--- config.mk ---
export PLATFORM = sky130hd
export DESIGN_NAME = tankTop
export DESIGN_NICKNAME = d
export VERILOG_FILES = /design/src/hw/tankPkg.sv /design/src/hw/keyDecoder.sv /design/src/hw/trigTable.sv /design/src/hw/tankMotion.sv /design/src/hw/bulletUnit.sv /design/src/hw/tankTop.sv
export SDC_FILE = /design/constraint.sdc
export NUM_CORES = 1
export LEC_CHECK = 0
export BUFFER_PORTS_ARGS = -buffer_cell sky130_fd_sc_hd__buf_2
export CORE_MARGIN = 10
export CORE_UTILIZATION = 55
export CTS_BUF_LIST = sky130_fd_sc_hd__clkbuf_2
export DETAILED_ROUTE_END_ITERATION = 8
export GPL_ROUTABILITY_DRIVEN = 0
export PLACE_DENSITY = 0.75
export SETUP_SLACK_MARGIN = 0.02
export SYNTH_ARGS = -nofsm -noshare
export SYNTH_HDL_FRONTEND = slang
export SYNTH_HIERARCHICAL = 1
export SYNTH_SLANG_ARGS = --single-unit
export TNS_END_PERCENT = 50
--- constraint.sdc ---
create_clock -name Reset -period 10.1 [get_ports Reset]
set_clock_uncertainty 0.15 [all_clocks]
set_input_delay 0.505 -clock Reset [delete_from_list [all_inputs] [get_ports Reset]]
set_output_delay 0.505 -clock Reset [all_outputs]
set_load 0.05 [all_outputs]
--- src/hw/tankPkg.sv ---
/*
 * Player tank shared definitions
 * Playfield limits, speed steps, scan codes, command encoding
 * and the packed state records passed between the tank blocks
 */

`default_nettype none

package tankPkg;

    // ----------------------------------------------------------------------
    // Playfield and tank geometry
    // ----------------------------------------------------------------------
    localparam logic [9:0] ScreenXMax  = 10'd639;  // Last pixel column
    localparam logic [9:0] ScreenYMax  = 10'd479;  // Last pixel row
    localparam logic [9:0] TankXCenter = 10'd300;  // Reset position
    localparam logic [9:0] TankYCenter = 10'd250;
    localparam logic [9:0] TankSize    = 10'd10;   // Half width, used for clamping

    // Speeds in pixels per frame at full trig magnitude
    localparam logic [7:0] TankStep   = 8'd6;
    localparam logic [7:0] BulletStep = 8'd12;

    localparam logic [5:0] AngleLast = 6'd44;      // 45 steps of 8 degrees

    // Keyboard scan codes
    localparam logic [7:0] KeyForward = 8'h52;     // Up arrow
    localparam logic [7:0] KeyBack    = 8'h51;     // Down arrow
    localparam logic [7:0] KeyLeft    = 8'h50;     // Left arrow
    localparam logic [7:0] KeyRight   = 8'h4f;     // Right arrow
    localparam logic [7:0] KeyFire    = 8'h2c;     // Space bar

    // ----------------------------------------------------------------------
    // Types
    // ----------------------------------------------------------------------
    typedef enum logic [2:0] {
        cmdNone,
        cmdForward,
        cmdBack,
        cmdLeft,
        cmdRight,
        cmdFire
    } tankCmdE;

    // Sign-magnitude sine and cosine, magnitude scaled to 127
    typedef struct packed {
        logic       sinSign;  // Set when negative
        logic [6:0] sinMag;
        logic       cosSign;
        logic [6:0] cosMag;
    } trigT;

    typedef struct packed {
        logic [9:0] x;
        logic [9:0] y;
        logic [5:0] angle;    // Heading index 0..44
    } tankStateT;

    typedef struct packed {
        logic [9:0] x;
        logic [9:0] y;
        logic       active;   // Bullet in flight
    } bulletStateT;

    // Signed axis delta, step times magnitude over 128, truncated
    function automatic logic signed [11:0] axisDelta(input logic [7:0] step,
                                                     input logic       neg,
                                                     input logic [6:0] mag);
        logic        [14:0] prod;
        logic signed [11:0] m;
        prod = step * mag;
        m    = {4'd0, prod[14:7]};  // Drop 7 fraction bits
        return neg ? -m : m;
    endfunction

endpackage

`default_nettype wire

--- src/hw/keyDecoder.sv ---
/*
 * Key decoder
 * Scans the four keycode bytes once per frame and registers
 * a single command, forward first and fire last
 */

`timescale 1ns/1ps
`default_nettype none

module keyDecoder (
    input  wire logic             Reset,      // Frame clock
    input  wire logic             frame_clk,  // Async reset, active high
    input  wire logic [31:0]      keycode,
    output tankPkg::tankCmdE      cmd
);

    tankPkg::tankCmdE nextCmd;

    // True when any of the four bytes holds the code
    function automatic logic hasCode(input logic [31:0] codes, input logic [7:0] code);
        return (codes[31:24] == code) || (codes[23:16] == code) ||
               (codes[15:8]  == code) || (codes[7:0]   == code);
    endfunction

    // Priority pick
    always_comb
    begin
        if (hasCode(keycode, tankPkg::KeyForward))
            nextCmd = tankPkg::cmdForward;
        else if (hasCode(keycode, tankPkg::KeyBack))
            nextCmd = tankPkg::cmdBack;
        else if (hasCode(keycode, tankPkg::KeyLeft))
            nextCmd = tankPkg::cmdLeft;
        else if (hasCode(keycode, tankPkg::KeyRight))
            nextCmd = tankPkg::cmdRight;
        else if (hasCode(keycode, tankPkg::KeyFire))
            nextCmd = tankPkg::cmdFire;
        else
            nextCmd = tankPkg::cmdNone;  // No game key held
    end

    always_ff @(posedge Reset or posedge frame_clk)
    begin
        if (frame_clk)
            cmd <= tankPkg::cmdNone;
        else
            cmd <= nextCmd;              // One frame of latency
    end

    // Downstream case statements only know these six codes
    cmdLegal: assert property (@(posedge Reset) disable iff (frame_clk)
        cmd inside {tankPkg::cmdNone, tankPkg::cmdForward, tankPkg::cmdBack,
                    tankPkg::cmdLeft, tankPkg::cmdRight, tankPkg::cmdFire});

endmodule

`default_nettype wire

--- src/hw/trigTable.sv ---
/*
 * Heading trig ROM
 * Sine and cosine for 45 headings of 8 degrees, sign-magnitude,
 * magnitude is 127 times the absolute value, rounded
 */

`timescale 1ns/1ps
`default_nettype none

module trigTable (
    input  wire logic [5:0] angle,
    output tankPkg::trigT   trig
);

    // Entries are {sinSign, sinMag, cosSign, cosMag}
    always_comb
    begin
        case (angle)
            // First quadrant, both positive
            6'd0:  trig = {1'b0, 7'd0,   1'b0, 7'd127};  // 0 deg
            6'd1:  trig = {1'b0, 7'd18,  1'b0, 7'd126};
            6'd2:  trig = {1'b0, 7'd35,  1'b0, 7'd122};
            6'd3:  trig = {1'b0, 7'd52,  1'b0, 7'd116};
            6'd4:  trig = {1'b0, 7'd67,  1'b0, 7'd108};
            6'd5:  trig = {1'b0, 7'd82,  1'b0, 7'd97};
            6'd6:  trig = {1'b0, 7'd94,  1'b0, 7'd85};
            6'd7:  trig = {1'b0, 7'd105, 1'b0, 7'd71};
            6'd8:  trig = {1'b0, 7'd114, 1'b0, 7'd56};
            6'd9:  trig = {1'b0, 7'd121, 1'b0, 7'd39};
            6'd10: trig = {1'b0, 7'd125, 1'b0, 7'd22};
            6'd11: trig = {1'b0, 7'd127, 1'b0, 7'd4};    // 88 deg
            // Second quadrant, cosine negative
            6'd12: trig = {1'b0, 7'd126, 1'b1, 7'd13};
            6'd13: trig = {1'b0, 7'd123, 1'b1, 7'd31};
            6'd14: trig = {1'b0, 7'd118, 1'b1, 7'd48};
            6'd15: trig = {1'b0, 7'd110, 1'b1, 7'd64};   // 63.5 rounds up
            6'd16: trig = {1'b0, 7'd100, 1'b1, 7'd78};
            6'd17: trig = {1'b0, 7'd88,  1'b1, 7'd91};
            6'd18: trig = {1'b0, 7'd75,  1'b1, 7'd103};
            6'd19: trig = {1'b0, 7'd60,  1'b1, 7'd112};
            6'd20: trig = {1'b0, 7'd43,  1'b1, 7'd119};
            6'd21: trig = {1'b0, 7'd26,  1'b1, 7'd124};
            6'd22: trig = {1'b0, 7'd9,   1'b1, 7'd127};  // 176 deg
            // Third quadrant, both negative
            6'd23: trig = {1'b1, 7'd9,   1'b1, 7'd127};
            6'd24: trig = {1'b1, 7'd26,  1'b1, 7'd124};
            6'd25: trig = {1'b1, 7'd43,  1'b1, 7'd119};
            6'd26: trig = {1'b1, 7'd60,  1'b1, 7'd112};
            6'd27: trig = {1'b1, 7'd75,  1'b1, 7'd103};
            6'd28: trig = {1'b1, 7'd88,  1'b1, 7'd91};
            6'd29: trig = {1'b1, 7'd100, 1'b1, 7'd78};
            6'd30: trig = {1'b1, 7'd110, 1'b1, 7'd64};
            6'd31: trig = {1'b1, 7'd118, 1'b1, 7'd48};
            6'd32: trig = {1'b1, 7'd123, 1'b1, 7'd31};
            6'd33: trig = {1'b1, 7'd126, 1'b1, 7'd13};
            // Fourth quadrant, sine negative
            6'd34: trig = {1'b1, 7'd127, 1'b0, 7'd4};    // 272 deg
            6'd35: trig = {1'b1, 7'd125, 1'b0, 7'd22};
            6'd36: trig = {1'b1, 7'd121, 1'b0, 7'd39};
            6'd37: trig = {1'b1, 7'd114, 1'b0, 7'd56};
            6'd38: trig = {1'b1, 7'd105, 1'b0, 7'd71};
            6'd39: trig = {1'b1, 7'd94,  1'b0, 7'd85};
            6'd40: trig = {1'b1, 7'd82,  1'b0, 7'd97};
            6'd41: trig = {1'b1, 7'd67,  1'b0, 7'd108};
            6'd42: trig = {1'b1, 7'd52,  1'b0, 7'd116};
            6'd43: trig = {1'b1, 7'd35,  1'b0, 7'd122};
            6'd44: trig = {1'b1, 7'd18,  1'b0, 7'd126};  // 352 deg
            default: trig = '0;                          // Past AngleLast
        endcase
    end

endmodule

`default_nettype wire

--- src/hw/tankMotion.sv ---
/*
 * Tank motion
 * Heading and position registers, one update per frame
 * Forward and back move along the heading, left and right
 * step the heading with wrap, position clamped to the playfield
 */

`timescale 1ns/1ps
`default_nettype none

module tankMotion (
    input  wire logic              Reset,      // Frame clock
    input  wire logic              frame_clk,  // Async reset, active high
    input  wire tankPkg::tankCmdE  cmd,
    input  wire tankPkg::trigT     trig,
    output tankPkg::tankStateT     tank
);

    logic signed [11:0] dX, dY;          // Forward deltas
    logic signed [11:0] moveX, moveY;    // Deltas for this command
    logic signed [11:0] nextX, nextY;    // Unclamped position
    logic        [9:0]  clampX, clampY;
    logic        [5:0]  nextAngle;

    // Limit a signed coordinate to lo..hi
    function automatic logic [9:0] clampAxis(input logic signed [11:0] v,
                                             input logic        [9:0]  lo,
                                             input logic        [9:0]  hi);
        if (v < $signed({2'b00, lo}))
            return lo;
        else if (v > $signed({2'b00, hi}))
            return hi;
        else
            return v[9:0];
    endfunction

    // ----------------------------------------------------------------------
    // Position step
    // ----------------------------------------------------------------------
    always_comb
    begin
        // Screen y grows downward so positive sine moves up
        dX = tankPkg::axisDelta(tankPkg::TankStep, trig.cosSign, trig.cosMag);
        dY = tankPkg::axisDelta(tankPkg::TankStep, ~trig.sinSign, trig.sinMag);

        case (cmd)
            tankPkg::cmdForward:
            begin
                moveX = dX;
                moveY = dY;
            end
            tankPkg::cmdBack:
            begin
                moveX = -dX;         // Reverse along heading
                moveY = -dY;
            end
            default:
            begin
                moveX = '0;
                moveY = '0;
            end
        endcase

        nextX  = $signed({2'b00, tank.x}) + moveX;
        nextY  = $signed({2'b00, tank.y}) + moveY;
        clampX = clampAxis(nextX, tankPkg::TankSize, tankPkg::ScreenXMax - tankPkg::TankSize);
        clampY = clampAxis(nextY, tankPkg::TankSize, tankPkg::ScreenYMax - tankPkg::TankSize);
    end

    // ----------------------------------------------------------------------
    // Heading step
    // ----------------------------------------------------------------------
    always_comb
    begin
        case (cmd)
            tankPkg::cmdLeft:                // Counter clockwise
                nextAngle = (tank.angle == tankPkg::AngleLast) ? 6'd0 : tank.angle + 6'd1;
            tankPkg::cmdRight:               // Clockwise
                nextAngle = (tank.angle == 6'd0) ? tankPkg::AngleLast : tank.angle - 6'd1;
            default:
                nextAngle = tank.angle;
        endcase
    end

    always_ff @(posedge Reset or posedge frame_clk)
    begin
        if (frame_clk)
        begin
            tank.x     <= tankPkg::TankXCenter;
            tank.y     <= tankPkg::TankYCenter;
            tank.angle <= 6'd0;              // Facing right
        end
        else
        begin
            tank.x     <= clampX;
            tank.y     <= clampY;
            tank.angle <= nextAngle;
        end
    end

    // Trig ROM returns zero past 44, the tank would stall
    angleInRange: assert property (@(posedge Reset) disable iff (frame_clk)
        tank.angle <= tankPkg::AngleLast);

    // Bullet launch point relies on the tank staying on screen
    tankInBounds: assert property (@(posedge Reset) disable iff (frame_clk)
        (tank.x >= tankPkg::TankSize) &&
        (tank.x <= tankPkg::ScreenXMax - tankPkg::TankSize) &&
        (tank.y >= tankPkg::TankSize) &&
        (tank.y <= tankPkg::ScreenYMax - tankPkg::TankSize));

endmodule

`default_nettype wire

--- src/hw/bulletUnit.sv ---
/*
 * Bullet unit
 * One bullet per press of fire, launched from the tank position
 * along the current heading, moves every frame, dies off screen
 */

`timescale 1ns/1ps
`default_nettype none

module bulletUnit (
    input  wire logic               Reset,      // Frame clock
    input  wire logic               frame_clk,  // Async reset, active high
    input  wire tankPkg::tankCmdE   cmd,
    input  wire tankPkg::trigT      trig,
    input  wire tankPkg::tankStateT tank,
    output tankPkg::bulletStateT    bullet,
    output logic                    shootBullet // Launch pulse
);

    tankPkg::tankCmdE   prevCmd;                   // For fire edge detect
    logic signed [11:0] velX, velY;                // Latched at launch
    logic signed [11:0] launchVelX, launchVelY;
    logic signed [11:0] nextX, nextY;
    logic               launch;
    logic               offScreen;

    always_comb
    begin
        // Same axis convention as the tank
        launchVelX = tankPkg::axisDelta(tankPkg::BulletStep, trig.cosSign, trig.cosMag);
        launchVelY = tankPkg::axisDelta(tankPkg::BulletStep, ~trig.sinSign, trig.sinMag);

        // New fire press with no bullet in flight
        launch = (cmd == tankPkg::cmdFire) && !bullet.active &&
                 (prevCmd != tankPkg::cmdFire);

        nextX = $signed({2'b00, bullet.x}) + velX;
        nextY = $signed({2'b00, bullet.y}) + velY;

        offScreen = (nextX < 12'sd0) || (nextX > $signed({2'b00, tankPkg::ScreenXMax})) ||
                    (nextY < 12'sd0) || (nextY > $signed({2'b00, tankPkg::ScreenYMax}));
    end

    // ----------------------------------------------------------------------
    // Velocity latch
    // ----------------------------------------------------------------------
    always_ff @(posedge Reset)
    begin
        if (launch)
        begin
            velX <= launchVelX;
            velY <= launchVelY;
        end
    end

    // ----------------------------------------------------------------------
    // Bullet state
    // ----------------------------------------------------------------------
    always_ff @(posedge Reset or posedge frame_clk)
    begin
        if (frame_clk)
        begin
            prevCmd     <= tankPkg::cmdNone;
            shootBullet <= 1'b0;
            bullet      <= '0;
        end
        else
        begin
            prevCmd     <= cmd;
            shootBullet <= launch;           // High for the launch frame only
            if (launch)
            begin
                bullet.x      <= tank.x;     // Start at tank center
                bullet.y      <= tank.y;
                bullet.active <= 1'b1;
            end
            else if (bullet.active)
            begin
                if (offScreen)
                    bullet.active <= 1'b0;   // Leaves screen, position kept
                else
                begin
                    bullet.x <= nextX[9:0];
                    bullet.y <= nextY[9:0];
                end
            end
        end
    end

    // A live bullet is always drawable
    bulletOnScreen: assert property (@(posedge Reset) disable iff (frame_clk)
        bullet.active |-> (bullet.x <= tankPkg::ScreenXMax) &&
                          (bullet.y <= tankPkg::ScreenYMax));

    // Launch needs the bullet idle, so never two frames in a row
    singleShot: assert property (@(posedge Reset) disable iff (frame_clk)
        shootBullet |=> !shootBullet);

endmodule

`default_nettype wire

--- src/hw/tankTop.sv ---
/*
 * Player tank top level
 * Key decoder feeds tank motion and the bullet unit
 * Trig ROM is indexed by the live tank heading
 */

`timescale 1ns/1ps
`default_nettype none

module tankTop (
    input  wire logic            Reset,      // Frame clock, one edge per frame
    input  wire logic            frame_clk,  // Async reset, active high
    input  wire logic [31:0]     keycode,    // Four scan codes
    output tankPkg::tankStateT   tank,
    output tankPkg::bulletStateT bullet,
    output logic                 shootBullet
);

    tankPkg::tankCmdE cmd;   // Registered command
    tankPkg::trigT    trig;  // Heading sine and cosine

    keyDecoder keyDecoder_i (
        .Reset     (Reset),
        .frame_clk (frame_clk),
        .keycode   (keycode),
        .cmd       (cmd)
    );

    // Combinational, same frame as the heading
    trigTable trigTable_i (
        .angle (tank.angle),
        .trig  (trig)
    );

    tankMotion tankMotion_i (
        .Reset     (Reset),
        .frame_clk (frame_clk),
        .cmd       (cmd),
        .trig      (trig),
        .tank      (tank)
    );

    bulletUnit bulletUnit_i (
        .Reset       (Reset),
        .frame_clk   (frame_clk),
        .cmd         (cmd),
        .trig        (trig),
        .tank        (tank),
        .bullet      (bullet),
        .shootBullet (shootBullet)
    );

endmodule

`default_nettype wire

==> out/qor.csv <==
metric,value,unit
outcome,finished clean,
start_util,56.1,%
core_area,15200,sq um
synth.largest_area_cell,dfrtp_1,
dieArea,20900,sq um
cp.required,10.45,ns
cp_data_arrival_time,8.10,ns
syn-cell-area,8530,sq um
hold_violations,0,
power-per-cell-area,364,nW/um^2
clkTransAtPathRegs,0.21,ns
relSlewSlack,29.1,%
post-route-period-util,76.7,%
fin_area,9180,sq um
clockRootBuffer,clkbuf_2,
nets,1240,
fin_crit,7.75,ns
dp.cells,1292,
maxCapViolCount,0,
synth_top_area_share,12.9,%
crit_type,reg2reg,
hp-class,in2async,
drt_iter0_drc,645,
hold_slack,0.195,ns
die_h,145,um
maxSlewViolCount,0,
tightest_slew,1.06,ns
grt_usage,20.8,%
synth_most_common_cell,nand2_1,
ys_seq_area_share,20.9,%
cts_buffers,9,
fillCellCount,1348,
drtPass1Iterations,7,
rsz0062_at_grt,false,
first_global_vias,7363,
cts.sinks,68,
clock_latency,0.56,ns
grtUsageMet3,3.28,%
tns,0,ns
layout-drive-gt1-share,15.1,%
via_per_inst,6.38,
busiest_layer,met2,
fp.dieW,145,um
syn-num-nets,1183,
crit_fanout,27,
start_kind,flop,
grt_remaining_overflow,0,
cpMostUsedCell,ha_1,
post_synth_num_cell_types,109,
yosys-top-cells-count,"99 x nand2_1, 86 x ha_1, 75 x nor2_1, 64 x a21oi_1, 53 x inv_1",
grt_pass1_wl,36.2,mm
avgSynthCellArea,8.06,sq um
post_cts_buffers,0,
vias,8347,
grt_max_degree,52,
power.total,3.34,mW
avgRoutedWirePerCell,16.9,um
cts_resized,0,
synth_edf_count,14,
peakVddDrop,0.000221,V
cp_slowest_cell,dfrtp_1,
async_reset_ff_share,79.4,%
cts_max_path_buffers,2,
setup-violations-final,0,
holdBufCountCts,1,
grt_use_met2,32.3,%
hpwl,16.8,mm
leakagePower,4.12,nW
placedInstanceArea,9030,sq um
drc,0,
tritoncts,built,
ys_ff_latch,68,
cpPeakStageDelay,0.91,ns
endpoint_kind,flop,
portBuffers,81,
yosys_warnings,6,
max_freq,129,MHz
use_met1,29.1,%
ys_top_cells_by_area,"dfrtp_1 13%, ha_1 13%, edfxtp_1 4.9%, nand2_1 4.4%, a21oi_1 3.8%",
io_pins,82,
finalWirelength,22.1,mm
htreeDepth,3,
layout.cells.non_filler,1309,
rows,45,
ys.flop_type,dfrtp_1,
netlist_instances,1059,
grt_antenna_before_repair,0,
n_antenna_cell,0,
antenna_left,0,
area_growth,7.56,%
[logic make-up after synthesis]
| logic type | Yosys count | share of synthesized area (%) |
|---|---|---|
| DFF | 68 | 20.9 |
| xor gates and xnor gates | 46 | 4.72 |
| AOI/OAI and AO/OA | 356 | 30.0 |
| muxes | 13 | 1.73 |
| other | 1 | 0.0439 |
| and+or+nand+nor | 381 | 23.8 |
| buffers and inverters | 103 | 5.20 |
| adders and majority gates | 91 | 13.7 |
[power by group]
group | total [mW] | switching (mW) | leakage (nW) | internal [mW]
Sequential | 0.471 | 0.0879 | 0.807 | 0.383
Clock | 0.193 | 0.112 | 0.0833 | 0.0811
Combinational | 2.67 | 1.64 | 3.23 | 1.04
Total | 3.34 | 1.84 | 4.12 | 1.50
[final timing paths]
path / startpoint / end / slack [ns] / depth (start not counted)
worst min-delay path: frame_clk / keyDecoder_i/cmd[1] / 0.19 / 3
worst max register to register: tankMotion_i/tank[1] / tankMotion_i/tank[23] / 2.35 / 27
max in group asynchronous: frame_clk / bulletUnit_i/prevCmd[0] / 8.51 / 3
min in group Reset: keycode[25] / keyDecoder_i/cmd[1] / 0.26 / 4
worst max-delay path: tankMotion_i/tank[1] / tankMotion_i/tank[23] / 2.35 / 27
worst min register to register: bulletUnit_i/bullet[6] / bulletUnit_i/bullet[6] / 0.41 / 1
[state kept, by name, summed over array words and instances (netlist names)]
name                      cells
keyDecoder_i/cmd              3
bulletUnit_i/velY             7
bulletUnit_i/prevCmd          3
tankMotion_i/tank            26
bulletUnit_i/bullet          21
bulletUnit_i/shootBullet      1
bulletUnit_i/velX             7
[stage by stage]
stage          setup slack (ns)  utilization (%)
2_1_floorplan              3.04                -
5_1_grt                    1.79             60.4
3_3_place_gp               2.69             59.4
4_1_cts                    2.48             60.4
6_report                   2.35             60.4
3_5_place_dp               2.49             59.4
[layout make-up]
type,instances,area [sq um],area share (%)
well taps,188,235,2.56
clock inverters,7,91.3,0.995
inverters,55,206,2.25
flip-flops and latches,68,1790,19.4
multi-input cells,888,6310,68.7
repair buffers,94,505,5.51
clock buffers,9,45.0,0.491
[cells in the final DEF, fill, tap and decap left out, types with 13 or more instances in the layout]
master,n
a21o_1,21
nor2b_1,19
nand2b_1,30
xnor2_1,24
inv_1,53
dfrtp_1,43
o22ai_1,17
nand3_1,30
xor2_1,22
edfxtp_1,14
nand2_1,99
a31o_1,16
o31ai_1,20
o21ai_0,50
nor2_1,75
nor3_1,24
ha_1,86
a21oi_1,64
a31oi_1,13
buf_2,81
[layer usage]
metal / vias to the layer above / wire length (um)
met5: - / 0
met4: 0 / 361
met3: 34 / 1520
met2: 301 / 10000
met1: 3915 / 10200
li1: 4097 / -
[worst max-delay path: cells and delay by family, from the launching register on]
kind,cells,cell delay (ns)
AOI/OAI and AO/OA,11,2.44
xor gates and xnor gates,1,0.19
adders and majority gates,5,1.66
buffers and inverters,4,0.91
DFF,1,0.91
and+or+nand+nor,6,1.42
Power figures use the tool's default switching activity.
